[config.mk]
export PLATFORM = sky130hd
export DESIGN_NAME = histoTop
export DESIGN_NICKNAME = d
export VERILOG_FILES = /design/src/design/histoCfgPkg.sv /design/src/design/histoTypesPkg.sv /design/src/design/binUpdateIf.sv /design/src/design/peakReportIf.sv /design/src/design/creditIngress.sv /design/src/design/sweepControl.sv /design/src/design/binAccumulator.sv /design/src/design/peakTracker.sv /design/src/design/windowCalc.sv /design/src/design/histoTop.sv
export SDC_FILE = /design/constraint.sdc
export NUM_CORES = 1
export LEC_CHECK = 0
export ABC_AREA = 0
export CAP_MARGIN = 5
export CORE_ASPECT_RATIO = 1.25
export CORE_UTILIZATION = 25
export CTS_BUF_LIST = sky130_fd_sc_hd__clkbuf_8
export DETAILED_ROUTE_END_ITERATION = 7
export DONT_BUFFER_PORTS = 1
export SETUP_SLACK_MARGIN = 0.02
export SYNTH_ARGS = -nofsm -noshare
export SYNTH_HDL_FRONTEND = slang
export SYNTH_SLANG_ARGS = --single-unit
export TNS_END_PERCENT = 1
[constraint.sdc]
create_clock -name clk -period 9.6 [get_ports clk]
set_input_delay 0 -clock clk [delete_from_list [all_inputs] [get_ports clk]]
set_output_delay 0 -clock clk [all_outputs]
set_load 0.01 [all_outputs]
[src/design/histoCfgPkg.sv]
package histoCfgPkg;

    // input sample codes
    localparam int codeWidth = 8;
    // top code bits select the coarse bin
    localparam int coarseWidth = 5;
    // 8 codes per coarse bin
    localparam int coarseShift = codeWidth - coarseWidth;
    // fine window is 32 codes wide
    localparam int fineWidth = 5;
    localparam int binNum = 1 << fineWidth;

    // fixed arrival order: acquisition, pixel, sample
    localparam int pixelNum = 4;
    localparam int pixelWidth = 2;
    localparam int samplesPerPixel = 4;
    localparam int sampleCntWidth = $clog2(samplesPerPixel);
    localparam int acqNum = 3;
    localparam int acqCntWidth = $clog2(acqNum);

    // at most 12 hits per bin in one pass
    localparam int countWidth = 8;

    // ingress buffer depth equals the credits at reset
    localparam int creditDepth = 4;
    localparam int ptrWidth = $clog2(creditDepth);

    // window placement around the coarse peak
    localparam int binCentre = 1 << (coarseShift - 1);
    localparam int windowLead = binNum / 2;
    localparam int windowLowMax = 224;

    // phase sequencing
    localparam int drainCycles = 2;
    localparam int stepWidth = 3;

endpackage

[src/design/histoTypesPkg.sv]
package histoTypesPkg;

    import histoCfgPkg::*;

    // one sweep walks through these in order
    typedef enum logic [2:0] {
        coarsePass,
        windowCalc,
        finePass,
        reportOut,
        clearMem
    } sweepPhase;

    // per-pixel sweep result
    typedef struct packed {
        logic [pixelWidth-1:0] pixel;
        logic [coarseWidth-1:0] coarse;
        // fine peak code
        logic [codeWidth-1:0] fine;
        logic [countWidth-1:0] count;
    } peakResult;

endpackage

[src/design/binUpdateIf.sv]
`timescale 1ns/1ps

interface binUpdateIf import histoCfgPkg::*; ();

    // bin increment request
    logic updValid;
    logic [pixelWidth-1:0] updPixel;
    logic [fineWidth-1:0] updBin;
    // drops every valid bit and every stored peak
    logic flashClear;

    // count after the increment
    logic newValid;
    logic [pixelWidth-1:0] newPixel;
    logic [fineWidth-1:0] newBin;
    logic [countWidth-1:0] newCount;

    modport ctrl (output updValid, updPixel, updBin, flashClear);
    modport mem (input updValid, updPixel, updBin, flashClear,
                 output newValid, newPixel, newBin, newCount);
    modport tracker (input newValid, newPixel, newBin, newCount, flashClear);

endinterface

[src/design/peakReportIf.sv]
`timescale 1ns/1ps

interface peakReportIf import histoCfgPkg::*; ();

    // dump request, passSel high for the fine pass
    logic dumpReq;
    logic [pixelWidth-1:0] dumpPixel;
    logic passSel;

    // stored peak of the dumped pixel
    logic peakValid;
    logic [pixelWidth-1:0] peakPixel;
    logic [fineWidth-1:0] peakBin;
    logic [countWidth-1:0] peakCount;

    modport ctrl (output dumpReq, dumpPixel, passSel);
    modport tracker (input dumpReq, dumpPixel, output peakValid, peakPixel, peakBin, peakCount);
    modport window (input passSel, peakValid, peakPixel, peakBin, peakCount);

endinterface

[src/design/creditIngress.sv]
`timescale 1ns/1ps

module creditIngress import histoCfgPkg::*; (
    input  logic clk,
    input  logic combin_res,
    input  logic sampleValid,
    input  logic [codeWidth-1:0] sampleCode,
    input  logic fifoPop,
    output logic fifoValid,
    output logic [codeWidth-1:0] fifoCode,
    output logic creditReturn
);

    logic [codeWidth-1:0] fifoMem [creditDepth];
    logic [ptrWidth-1:0] wrPtr;
    logic [ptrWidth-1:0] rdPtr;
    // one extra bit so a full buffer is visible
    logic [ptrWidth:0] fillCnt;

    assign fifoValid = (fillCnt != '0);
    // head entry shows without a read cycle
    assign fifoCode = fifoMem[rdPtr];

    always_ff @(posedge clk or negedge combin_res) begin
        if (!combin_res) begin
            wrPtr <= '0;
            rdPtr <= '0;
            fillCnt <= '0;
            creditReturn <= 1'b0;
        end else begin
            // credit goes back the cycle after the pop
            creditReturn <= fifoPop;
            if (sampleValid) begin
                wrPtr <= wrPtr + 1'b1;
            end
            if (fifoPop) begin
                rdPtr <= rdPtr + 1'b1;
            end
            case ({sampleValid, fifoPop})
                2'b10: fillCnt <= fillCnt + 1'b1;
                2'b01: fillCnt <= fillCnt - 1'b1;
                default: fillCnt <= fillCnt;
            endcase
        end
    end

    // sender holds a credit for every push, so no full check
    always_ff @(posedge clk) begin
        if (sampleValid) begin
            fifoMem[wrPtr] <= sampleCode;
        end
    end

endmodule

[src/design/sweepControl.sv]
`timescale 1ns/1ps

module sweepControl import histoCfgPkg::*, histoTypesPkg::*; (
    input  logic clk,
    input  logic combin_res,
    input  logic fifoValid,
    input  logic [codeWidth-1:0] fifoCode,
    output logic fifoPop,
    binUpdateIf.ctrl binUpd,
    peakReportIf.ctrl peakRep,
    input  logic inWindow,
    input  logic [fineWidth-1:0] fineBin,
    output logic [pixelWidth-1:0] samplePixel,
    output logic finePhase,
    output logic resultValid,
    output logic [pixelWidth-1:0] resultPixel
);

    sweepPhase phase;
    // drain wait in the passes, dump index otherwise
    logic [stepWidth-1:0] stepCnt;
    logic [sampleCntWidth-1:0] sampCnt;
    logic [pixelWidth-1:0] pixCnt;
    logic [acqCntWidth-1:0] acqCnt;
    // last sample of the pass already popped
    logic passEnd;
    logic inPass;
    logic lastSample;
    logic dumpDone;
    logic fineDumpD1;
    logic [pixelWidth-1:0] dumpPixelD1;

    assign inPass = (phase == coarsePass) || (phase == finePass);
    assign finePhase = (phase == finePass);
    assign samplePixel = pixCnt;
    assign fifoPop = inPass && !passEnd && fifoValid;
    assign lastSample = (sampCnt == sampleCntWidth'(samplesPerPixel - 1))
        && (pixCnt == pixelWidth'(pixelNum - 1))
        && (acqCnt == acqCntWidth'(acqNum - 1));

    // one pixel per cycle, then a spare cycle for the last peak to land
    assign dumpDone = (stepCnt == stepWidth'(pixelNum));
    assign peakRep.dumpReq = ((phase == windowCalc) || (phase == reportOut)) && !dumpDone;
    assign peakRep.dumpPixel = stepCnt[pixelWidth-1:0];
    assign peakRep.passSel = (phase == reportOut);
    // bins and peaks start empty for the fine pass and for the next sweep
    assign binUpd.flashClear = ((phase == windowCalc) && dumpDone) || (phase == clearMem);

    always_ff @(posedge clk or negedge combin_res) begin
        if (!combin_res) begin
            phase <= coarsePass;
            stepCnt <= '0;
            passEnd <= 1'b0;
        end else begin
            case (phase)
                coarsePass, finePass: begin
                    if (fifoPop && lastSample) begin
                        passEnd <= 1'b1;
                    end else if (passEnd) begin
                        // accumulator then tracker must settle
                        if (stepCnt == stepWidth'(drainCycles - 1)) begin
                            stepCnt <= '0;
                            passEnd <= 1'b0;
                            phase <= (phase == coarsePass) ? windowCalc : reportOut;
                        end else begin
                            stepCnt <= stepCnt + 1'b1;
                        end
                    end
                end
                windowCalc, reportOut: begin
                    if (dumpDone) begin
                        stepCnt <= '0;
                        phase <= (phase == windowCalc) ? finePass : clearMem;
                    end else begin
                        stepCnt <= stepCnt + 1'b1;
                    end
                end
                // clearMem lasts a single cycle
                default: phase <= coarsePass;
            endcase
        end
    end

    // sample, pixel and acquisition counters
    // dropped fine samples still count
    always_ff @(posedge clk or negedge combin_res) begin
        if (!combin_res) begin
            sampCnt <= '0;
            pixCnt <= '0;
            acqCnt <= '0;
        end else if (fifoPop) begin
            if (sampCnt == sampleCntWidth'(samplesPerPixel - 1)) begin
                sampCnt <= '0;
                if (pixCnt == pixelWidth'(pixelNum - 1)) begin
                    pixCnt <= '0;
                    if (acqCnt == acqCntWidth'(acqNum - 1)) begin
                        acqCnt <= '0;
                    end else begin
                        acqCnt <= acqCnt + 1'b1;
                    end
                end else begin
                    pixCnt <= pixCnt + 1'b1;
                end
            end else begin
                sampCnt <= sampCnt + 1'b1;
            end
        end
    end

    always_ff @(posedge clk or negedge combin_res) begin
        if (!combin_res) begin
            binUpd.updValid <= 1'b0;
            fineDumpD1 <= 1'b0;
            resultValid <= 1'b0;
        end else begin
            // out-of-window fine samples are popped and dropped
            binUpd.updValid <= fifoPop && (!finePhase || inWindow);
            // tracker answers after one cycle, window block after two
            fineDumpD1 <= peakRep.dumpReq && peakRep.passSel;
            resultValid <= fineDumpD1;
        end
    end

    always_ff @(posedge clk) begin
        binUpd.updPixel <= pixCnt;
        // coarse bin is the top code bits
        binUpd.updBin <= finePhase ? fineBin : fifoCode[codeWidth-1 -: coarseWidth];
        dumpPixelD1 <= peakRep.dumpPixel;
        resultPixel <= dumpPixelD1;
    end

endmodule

[src/design/binAccumulator.sv]
`timescale 1ns/1ps

module binAccumulator import histoCfgPkg::*; (
    input logic clk,
    input logic combin_res,
    binUpdateIf.mem binUpd
);

    // pixel-major count memory
    logic [countWidth-1:0] countMem [pixelNum * binNum];
    // bin reads as zero while its bit is clear
    logic [pixelNum*binNum-1:0] binValid;
    logic [pixelWidth+fineWidth-1:0] updAddr;
    logic [pixelWidth+fineWidth-1:0] rdAddr;
    logic rdValid;
    logic [countWidth-1:0] rdBase;
    logic sameBin;

    assign updAddr = {binUpd.updPixel, binUpd.updBin};
    assign rdAddr = {binUpd.newPixel, binUpd.newBin};
    // previous update writes this same bin at the coming edge
    assign sameBin = rdValid && (rdAddr == updAddr);

    assign binUpd.newValid = rdValid;
    assign binUpd.newCount = rdBase + 1'b1;

    always_ff @(posedge clk or negedge combin_res) begin
        if (!combin_res) begin
            rdValid <= 1'b0;
            binValid <= '0;
        end else begin
            rdValid <= binUpd.updValid;
            if (binUpd.flashClear) begin
                binValid <= '0;
            end else if (rdValid) begin
                binValid[rdAddr] <= 1'b1;
            end
        end
    end

    // read stage
    always_ff @(posedge clk) begin
        if (binUpd.updValid) begin
            binUpd.newPixel <= binUpd.updPixel;
            binUpd.newBin <= binUpd.updBin;
            if (sameBin) begin
                // forward the count still in flight
                rdBase <= binUpd.newCount;
            end else if (binValid[updAddr]) begin
                rdBase <= countMem[updAddr];
            end else begin
                rdBase <= '0;
            end
        end
    end

    // write back the incremented count
    always_ff @(posedge clk) begin
        if (rdValid) begin
            countMem[rdAddr] <= binUpd.newCount;
        end
    end

endmodule

[src/design/peakTracker.sv]
`timescale 1ns/1ps

module peakTracker import histoCfgPkg::*; (
    input logic clk,
    input logic combin_res,
    binUpdateIf.tracker binUpd,
    peakReportIf.tracker peakRep
);

    // running max per pixel
    logic [countWidth-1:0] maxCount [pixelNum];
    logic [fineWidth-1:0] maxBin [pixelNum];
    logic newPeak;

    // strictly greater, so the first bin to reach the max keeps it
    assign newPeak = binUpd.newValid && (binUpd.newCount > maxCount[binUpd.newPixel]);

    always_ff @(posedge clk or negedge combin_res) begin
        if (!combin_res) begin
            peakRep.peakValid <= 1'b0;
            for (int i = 0; i < pixelNum; i++) begin
                maxCount[i] <= '0;
                maxBin[i] <= '0;
            end
        end else begin
            peakRep.peakValid <= peakRep.dumpReq;
            if (binUpd.flashClear) begin
                // also hit at the coarse to fine switch
                for (int i = 0; i < pixelNum; i++) begin
                    maxCount[i] <= '0;
                    maxBin[i] <= '0;
                end
            end else if (newPeak) begin
                maxCount[binUpd.newPixel] <= binUpd.newCount;
                maxBin[binUpd.newPixel] <= binUpd.newBin;
            end
        end
    end

    // dump answer
    always_ff @(posedge clk) begin
        if (peakRep.dumpReq) begin
            peakRep.peakPixel <= peakRep.dumpPixel;
            peakRep.peakBin <= maxBin[peakRep.dumpPixel];
            peakRep.peakCount <= maxCount[peakRep.dumpPixel];
        end
    end

endmodule

[src/design/windowCalc.sv]
`timescale 1ns/1ps

module windowCalc import histoCfgPkg::*, histoTypesPkg::*; (
    input  logic clk,
    input  logic combin_res,
    peakReportIf.window peakRep,
    input  logic [codeWidth-1:0] sampleCode,
    input  logic [pixelWidth-1:0] samplePixel,
    output logic inWindow,
    output logic [fineWidth-1:0] fineBin,
    output logic [coarseWidth-1:0] resultCoarse,
    output logic [codeWidth-1:0] resultFine,
    output logic [countWidth-1:0] resultCount
);

    logic [codeWidth-1:0] windowLow [pixelNum];
    logic [coarseWidth-1:0] coarseLatch [pixelNum];
    logic [codeWidth-1:0] centreCode;
    logic [codeWidth-1:0] lowNext;
    logic [codeWidth-1:0] sampleLow;
    logic [codeWidth-1:0] offset;
    // fine field holds the window offset until the low is added
    peakResult finePeak;

    // middle code of the coarse peak bin
    assign centreCode = (codeWidth'(peakRep.peakBin) << coarseShift) + codeWidth'(binCentre);

    // window clamped at both ends of the code range
    always_comb begin
        if (centreCode < codeWidth'(windowLead)) begin
            lowNext = '0;
        end else if (centreCode - codeWidth'(windowLead) > codeWidth'(windowLowMax)) begin
            lowNext = codeWidth'(windowLowMax);
        end else begin
            lowNext = centreCode - codeWidth'(windowLead);
        end
    end

    // coarse to fine mapping of the sample at the FIFO head
    assign sampleLow = windowLow[samplePixel];
    assign offset = sampleCode - sampleLow;
    assign inWindow = (sampleCode >= sampleLow) && (offset < codeWidth'(binNum));
    assign fineBin = offset[fineWidth-1:0];

    always_ff @(posedge clk or negedge combin_res) begin
        if (!combin_res) begin
            for (int i = 0; i < pixelNum; i++) begin
                windowLow[i] <= '0;
                coarseLatch[i] <= '0;
            end
        end else if (peakRep.peakValid && !peakRep.passSel) begin
            windowLow[peakRep.peakPixel] <= lowNext;
            coarseLatch[peakRep.peakPixel] <= peakRep.peakBin;
        end
    end

    // fine dump result
    always_ff @(posedge clk) begin
        if (peakRep.peakValid && peakRep.passSel) begin
            finePeak.pixel <= peakRep.peakPixel;
            finePeak.coarse <= coarseLatch[peakRep.peakPixel];
            finePeak.fine <= codeWidth'(peakRep.peakBin);
            finePeak.count <= peakRep.peakCount;
        end
    end

    assign resultCoarse = finePeak.coarse;
    assign resultFine = windowLow[finePeak.pixel] + finePeak.fine;
    assign resultCount = finePeak.count;

endmodule

[src/design/histoTop.sv]
`timescale 1ns/1ps

module histoTop import histoCfgPkg::*, histoTypesPkg::*; (
    input  logic clk,
    input  logic combin_res,
    input  logic sampleValid,
    input  logic [codeWidth-1:0] sampleCode,
    output logic creditReturn,
    output logic resultValid,
    output logic [pixelWidth-1:0] resultPixel,
    output logic [coarseWidth-1:0] resultCoarse,
    output logic [codeWidth-1:0] resultFine,
    output logic [countWidth-1:0] resultCount,
    output logic finePhase
);

    // ingress to control
    logic fifoValid;
    logic [codeWidth-1:0] fifoCode;
    logic fifoPop;
    // window mapping of the head sample
    logic inWindow;
    logic [fineWidth-1:0] fineBin;
    logic [pixelWidth-1:0] samplePixel;
    // report fields from control and window block
    peakResult result;

    binUpdateIf binUpd ();
    peakReportIf peakRep ();

    creditIngress ingress (
        .clk(clk), .combin_res(combin_res),
        .sampleValid(sampleValid), .sampleCode(sampleCode),
        .fifoPop(fifoPop), .fifoValid(fifoValid), .fifoCode(fifoCode),
        .creditReturn(creditReturn)
    );

    sweepControl control (
        .clk(clk), .combin_res(combin_res),
        .fifoValid(fifoValid), .fifoCode(fifoCode), .fifoPop(fifoPop),
        .binUpd(binUpd.ctrl), .peakRep(peakRep.ctrl),
        .inWindow(inWindow), .fineBin(fineBin), .samplePixel(samplePixel),
        .finePhase(finePhase), .resultValid(resultValid), .resultPixel(result.pixel)
    );

    binAccumulator accum (.clk(clk), .combin_res(combin_res), .binUpd(binUpd.mem));

    peakTracker tracker (
        .clk(clk), .combin_res(combin_res),
        .binUpd(binUpd.tracker), .peakRep(peakRep.tracker)
    );

    windowCalc window (
        .clk(clk), .combin_res(combin_res), .peakRep(peakRep.window),
        .sampleCode(fifoCode), .samplePixel(samplePixel),
        .inWindow(inWindow), .fineBin(fineBin),
        .resultCoarse(result.coarse), .resultFine(result.fine), .resultCount(result.count)
    );

    assign resultPixel = result.pixel;
    assign resultCoarse = result.coarse;
    assign resultFine = result.fine;
    assign resultCount = result.count;

endmodule

==> results.md, run 1 <==
- TritonCTS Buffers: 197
- Area contributors post-synth: edfxtp_1 61%, mux4_2 14%, dfrtp_1 11%
- Initial core utilization: 25.19%
- Initial antenna violation count: 4
- Placed Cells: 5784
- Antenna-violating nets left: 0
- Overflow after GRT: 0
- Total vias in the final route: 28350
- Crit path largest cell delay: 0.83 ns
- Slew @ Worst Pin: 1.409 ns
- Pre-antenna DRT Iters: 6
- Crit-path cells: ha_4, nand2_1, or2_2, xnor2_2, buf_4, ha_1, nor2b_1, o21ai_0, nand2b_1, o221a_2, and3_1, a22o_1
- Fin crit period: 4.576 ns
- Layout net count: 3155
- Global placement routability congestion: 0.8409
- Cell taking the most area after synthesis: edfxtp_1
- Worst hold path type: input port to async pin
- Post-Syn Area: 54600 µm²
- Rows: 191
- LEAKAGE: 20.93 nW
- H-tree levels: 4
- Synthesis-to-finish area growth: 13.59%
- Ys Warns: 0
- Postcts setup bufs: 0
- Total negative slack: 0 ns
- Crit Path Category: flip-flop to flip-flop
- CTS max path bufs: 3
- Total track usage: 12.26%
- VDD IR max: 0.0002020 V
- Non-Filler Instances: 6184
- Crit share post-route: 47.67%
- Family with the most delay on the worst path: simple AND/OR/NAND/NOR gates
- Die height: 524.5 µm
- Worst-skew pair later-pin latency: 0.91 ns
- Maxcap violations: 0
- Final slew viol count: 0
- Layout cells sized above 1: 22.51%
- Status: complete, no violations
- CTS Sinks: 1367
- Seq/Total Area, Yosys: 72.69%
- Crit end category: flip-flop
- Die area: 220300 µm²
- First-pass GRT wire length: 201400 µm
- Ys async rst share: 18.29%
- Worst path arrival time: 5.34 ns
- CTS tree: done
- Fill count: 21460
- CTS root buffer: clkbuf_8
- Synthesized flop and latch total: 1367
- Die Wd: 420.0 µm
- Core Util, Final: 28.61%
- Post-DP HPWL: 81170 µm
- Synth cell types: 68
- Fmax: 0.2185 GHz
- Post-synthesis net count: 3040
- Clk pin slew, worst setup/hold paths: 0.07 ns
- Largest fanout on the critical path: 46
- Most numerous cell in the Yosys netlist: edfxtp_1
- CP bufs+invs: 1
- Power per standard cell area: 311.7 nW/µm²
- Largest net degree at the start of global routing: 131
- Wire length per cell: 22.05 µm
- Fin. Hold Viols: 0
- Detailed-route DRC error count: 0
- Vias per inst: 4.585
- Synth top area share: 60.83%
- I/O Buffers: 0
- Post-synth top cells: 1106 x edfxtp_1, 433 x nor2_1, 339 x mux4_2
- Setup violations, final: 0
- Drt first-iter violations: 2567
- WP data required: 10.36 ns
- Slowest CP cell: xnor2_2
- Slew Limit Headroom: 5.188%
- CORE AREA: 216800 µm²
- Cells after Synth: 2996
- Number of global-route vias before repair: 29550
- Routed WL: 136400 µm
- Max Clock Skew: 0.06084 ns
- Post-synth EDFFs: 1106
- Main flop type after synthesis: edfxtp_1
- Element type at the critical path start: flip-flop
- Mean area per synthesized cell: 18.22 µm²
- Ports: 37
- RSZ-0062 raised after global routing: no
worst min-delay path, cell delays in order:
cell           delay, ns
dlygate4sd3_1       0.51
dlygate4sd3_1       0.64
buf_16              0.41
cell families after synthesis:
family,count (synthesis),share of synthesized area (%)
flip-flops,1367,72.69
XOR/XNOR,27,0.4331
adder cells (fa/ha/maj),33,0.7838
buffers and inverters,215,1.925
multiplexers,420,15.56
AO/OA/AOI/OAI,262,3.378
AND/OR/NAND/NOR,672,5.223
metal layers:
metal / track usage (%) / up-vias / wire length [µm]
met5: 0 / - / 11
met4: 5.367 / 2 / 5495
met3: 2.330 / 275 / 7688
met2: 20.79 / 998 / 68960
met1: 15.09 / 15010 / 54230
li1: - / 12070 / -
state kept, by name, summed over array words and instances, names as in the netlist, 3 cells and up:
register                   flops
accum.binUpd.newBin            5
accum.binValid               128
accum.countMem              1024
accum.rdBase                   8
control.binUpd.updBin          5
control.phase                  3
control.stepCnt                3
ingress.fifoMem               32
ingress.fillCnt                3
tracker.maxBin                20
tracker.maxCount              32
tracker.peakRep.peakBin        5
tracker.peakRep.peakCount      8
window.coarseLatch            20
window.finePeak                7
window.resultCoarse            5
window.resultCount             8
window.windowLow              24
path summary, 6_finish.rpt:
path / start / endpoint / slack (ns) / cells after the start
setup reg to reg: accum.rdBase[0]$_DFFE_PP_ / tracker.maxCount[12]$_DFFE_PN0P_ / 5.02 / 12
setup / recovery: accum.rdBase[0]$_DFFE_PP_ / tracker.maxCount[12]$_DFFE_PN0P_ / 5.02 / 12
hold / removal: combin_res / accum.binValid[108]$_DFFE_PN0P_ / 0.28 / 3
max in group asynchronous: combin_res / tracker.maxCount[19]$_DFFE_PN0P_ / 8.31 / 4
hold reg to reg: control.dumpPixelD1[0]$_DFF_P_ / control.resultPixel[0]$_DFF_P_ / 0.34 / 0
min in group clk: control.dumpPixelD1[0]$_DFF_P_ / control.resultPixel[0]$_DFF_P_ / 0.34 / 0
cells in the final DEF, fill, tap and decap left out, types with 28 or more instances in the layout:
cell type	instances
o21ai_0	47
mux4_2	339
dfrtp_1	250
nor2_1	433
buf_4	66
clkbuf_8	212
clkinv_1	36
mux2_2	41
nor2b_1	28
inv_1	117
clkinv_2	28
ha_1	30
a21oi_1	43
mux2i_1	40
nand2_1	91
edfxtp_1	1106
a22o_1	52
area by class of cell:
| type | count | area [µm²] | area share (%) |
|---|---|---|---|
| diodes | 6 | 15.01 | 0.02421 |
| clock buffers | 212 | 2918 | 4.705 |
| clock inverters | 159 | 798.3 | 1.287 |
| inverters | 40 | 152.6 | 0.2461 |
| multi-input cells | 1414 | 14000 | 22.58 |
| flip-flops and latches | 1367 | 39710 | 64.03 |
| well taps | 2895 | 3622 | 5.841 |
| repair buffers | 91 | 800.8 | 1.291 |
metrics by stage:
stage	instance area [µm²]	setup slack [ns]	hold slack, ns	power [mW]
finish	62020	5.024	0.2827	19.33
global route	62020	4.763	0.2946	20.14
CTS	62000	5.070	0.2371	19.48
detailed placement	58020	5.041	-0.2880	15.04
global placement	58020	4.935	-0.2881	14.93
floorplan	54600	2.603	-0.2956	12.72
what timing repair did:
action                                 4_1_cts  5_1_grt
gates resized for setup                      0        0
hold buffers                                23        0
endpoints found under the hold margin      319        0
report_power, final:
part           internal (mW)  switching [mW]  total [mW]
Sequential              7.83           0.631        8.46
Clock                   2.13            2.27        4.40
Combinational           2.52            3.94        6.47
(Power assumes the default switching activity.)
==> inputs of run 2 (changes only) <==
Settings changed: ABC_AREA 0 to 1.
Clock period 9.6 ns to 4.5 ns, I/O delays scaled along.
==> results.md, run 2 <==
- Status: complete, but fails checks
- Failing checks: hold timing
- Synth cell types: 38
- Number of global-route vias before repair: 38460
- Ports: 37
- Cell taking the most area after synthesis: edfxtp_1
- Drt first-iter violations: 3705
- Antenna-violating nets left: 0
- Finished Cell Area: 64640 µm²
- LEAKAGE: 24.20 nW
- Fin. Hold Viols: 250
- Mean area per synthesized cell: 10.74 µm²
- Post-DP HPWL: 90070 µm
- Largest reg by FF count: accum.countMem
- Post-synth EDFFs: 1106
- Ys async rst share: 18.29%
- Layout cells sized above 1: 7.269%
- Hold_ws: -1.246 ns
- Die area: 230200 µm²
- Max Clock Skew: 0.05020 ns
- Max reg flops: 1024
- Non-Filler Instances: 8445
- Core Util, Final: 28.55%
- WP data required: 4.50 ns
- Rows: 195
- Power, Total: 45.70 mW
- Hold buffers post-CTS: 19
- Postcts setup bufs: 0
- Worst-skew pair later-pin latency: 0.95 ns
- CTS max path bufs: 3
- Most common cell after layout, fill and taps aside: nand2_1
- Clk pin slew, worst setup/hold paths: 0.07 ns
- Main flop type after synthesis: edfxtp_1
- Regs by FF count: accum.countMem x1024, accum.binValid x128
- Worst path arrival time: 3.56 ns
- Synth top area share: 58.20%
- CTS tree: done
- Final slew viol count: 0
- CORE AREA: 226400 µm²
- Total negative slack: 0 ns
- Seq/Total Area, Yosys: 69.55%
- Wire length per cell: 18.24 µm
- Crit Path Category: flip-flop to primary output
- Slew Limit Headroom: 25.24%
- Largest net degree at the start of global routing: 251
- Post-synthesis net count: 5356
- Fin crit period: 3.563 ns
- Global placement routability congestion: 0.8753
- Synthesis-to-finish area growth: 13.28%
- Area contributors post-synth: edfxtp_1 58%, dfrtp_1 11%, nand2_1 11%
- Register share of total power: 39.9%
- Total vias in the final route: 39160
- Fmax: 0.2806 GHz
- Logic gate share of total power: 37.9%
- TritonCTS Buffers: 198
- RSZ-0062 raised after global routing: no
- Initial antenna violation count: 3
- Most numerous cell in the Yosys netlist: nand2_1
- Vias per inst: 4.637
- Slew @ Worst Pin: 1.114 ns
- Most frequent cells in the layout: 1616 x nand2_1, 1106 x edfxtp_1, 1052 x nand3_1
- Placed Cells: 8051
- Initial core utilization: 25.20%
- Clock power share: 22.2%
- H-tree levels: 4
- Detailed-route DRC error count: 0
- Die height: 536.2 µm
- Post-Syn Area: 57060 µm²
- Overflow after GRT: 0
- Setup violations, final: 0
- I/O Buffers: 0
- CTS Sinks: 1367
- Element type at the critical path start: flip-flop
- Routed WL: 154000 µm
- Sw frac: 41.26%
- Crit share post-route: 79.18%
- Maxcap violations: 0
- Cells after Synth: 5312
- Fill count: 23250
- Internal power: 26.85 mW
- Post-synth top cells: 1616 x nand2_1, 1106 x edfxtp_1, 1052 x nand3_1
- Crit end category: primary output
- Placed cell area: 60370 µm²
- First-pass GRT wire length: 234500 µm
- Layout net count: 5359
- VDD IR max: 0.0007605 V
- Ys Warns: 0
- Synthesized flop and latch total: 1367
- Largest fanout on the critical path: 16
- Total track usage: 13.16%
- CTS resizes: 0
- Power per standard cell area: 707.0 nW/µm²
- Worst hold path type: input port to async pin
- CTS root buffer: clkbuf_8
- Sw Pwr: 18.86 mW
- Die Wd: 429.3 µm
- Pre-antenna DRT Iters: 6
==> run 2: cell count changes in the layout (fill, tap and decap cells not counted), moves of 29 or more <==
cell	before	now
a22o_1	52	1
inv_1	117	195
mux2_2	41	0
mux2i_1	40	0
mux4_2	339	0
nand2_1	91	1616
nand3_1	26	1052
nor2_1	433	494
o21ai_0	47	150
o22ai_1	21	50
==> run 2: layer usage <==
| metal | share of wire (%) | vias up | GRT usage (%) |
|---|---|---|---|
| met3 | 6.0 | 360 | 2.184 |
| met4 | 4.7 | 6 | 6.947 |
| li1 | - | 18290 | - |
| met5 | 0.056 | - | 0 |
| met2 | 50 | 1306 | 23.22 |
| met1 | 39 | 19200 | 15.23 |
==> run 2: path summary, 6_finish.rpt <==
path,to,cells past startpoint,slack (ns),start
max,resultFine[6],10,0.94,window.finePeak[21]$_DFFE_PP_
min,accum.binValid[117]$_DFFE_PN0P_,0,-1.25,combin_res
max reg2reg,tracker.maxBin[5]$_DFFE_PN0P_,13,1.08,accum.rdBase[0]$_DFFE_PP_
min reg2reg,control.resultPixel[0]$_DFF_P_,0,0.33,control.dumpPixelD1[0]$_DFF_P_
max in group asynchronous,accum.binValid[78]$_DFFE_PN0P_,0,5.05,combin_res
min in group clk,control.resultPixel[0]$_DFF_P_,0,0.33,control.dumpPixelD1[0]$_DFF_P_
==> run 2: layout make-up <==
type | instances | area (µm²) | share of cell area [%]
tap | 2955 | 3697 | 5.719
timing repair buffer | 122 | 1214 | 1.877
multi-input combinational | 3489 | 15390 | 23.81
clock inverter | 144 | 919.6 | 1.423
clock buffer | 230 | 3166 | 4.897
antenna | 1 | 2.502 | 0.003871
sequential | 1367 | 39700 | 61.42
inverter | 137 | 549.3 | 0.8497
==> run 2: metrics by stage <==
step	worst slack [ns]	hold slack [ns]
detailed placement	1.156	-0.2845
global placement	1.139	-0.2841
global route	0.7301	-1.320
CTS	0.8163	-1.350
floorplan	0.05241	-0.2956
finish	0.9368	-1.246
==> run 2: power by group through the flow <==
stage / Sequential [mW] / Combinational (mW) / Clock, mW
2_1_floorplan: 17.9 / 11.4 / 0
3_3_place_gp: 18.4 / 17.0 / 0
3_5_place_dp: 18.5 / 17.3 / 0
4_1_cts: 18.2 / 17.4 / 10.3
5_1_grt: 18.4 / 19.1 / 10.8
6_report: 18.2 / 17.3 / 10.2
==> run 2: logic make-up after synthesis <==
group / Yosys count / share of synthesized area, %
flops: 1367 / 69.55
buf+inv: 456 / 3.552
fa+ha+maj: 33 / 0.7499
simple gates: 3173 / 23.22
xor+xnor: 22 / 0.3377
compound gates: 261 / 2.587
==> run 2: critical path, cell delays in order (launching register included) <==
cell and delay (ns):
edfxtp_1 0.60, inv_1 0.31, o21ai_0 0.11, o22ai_1 0.30, ha_1 0.25, inv_1 0.06, fa_1 0.43, nor2_1 0.12
nor2_1 0.05, nor2_1 0.12, xor2_1 0.26
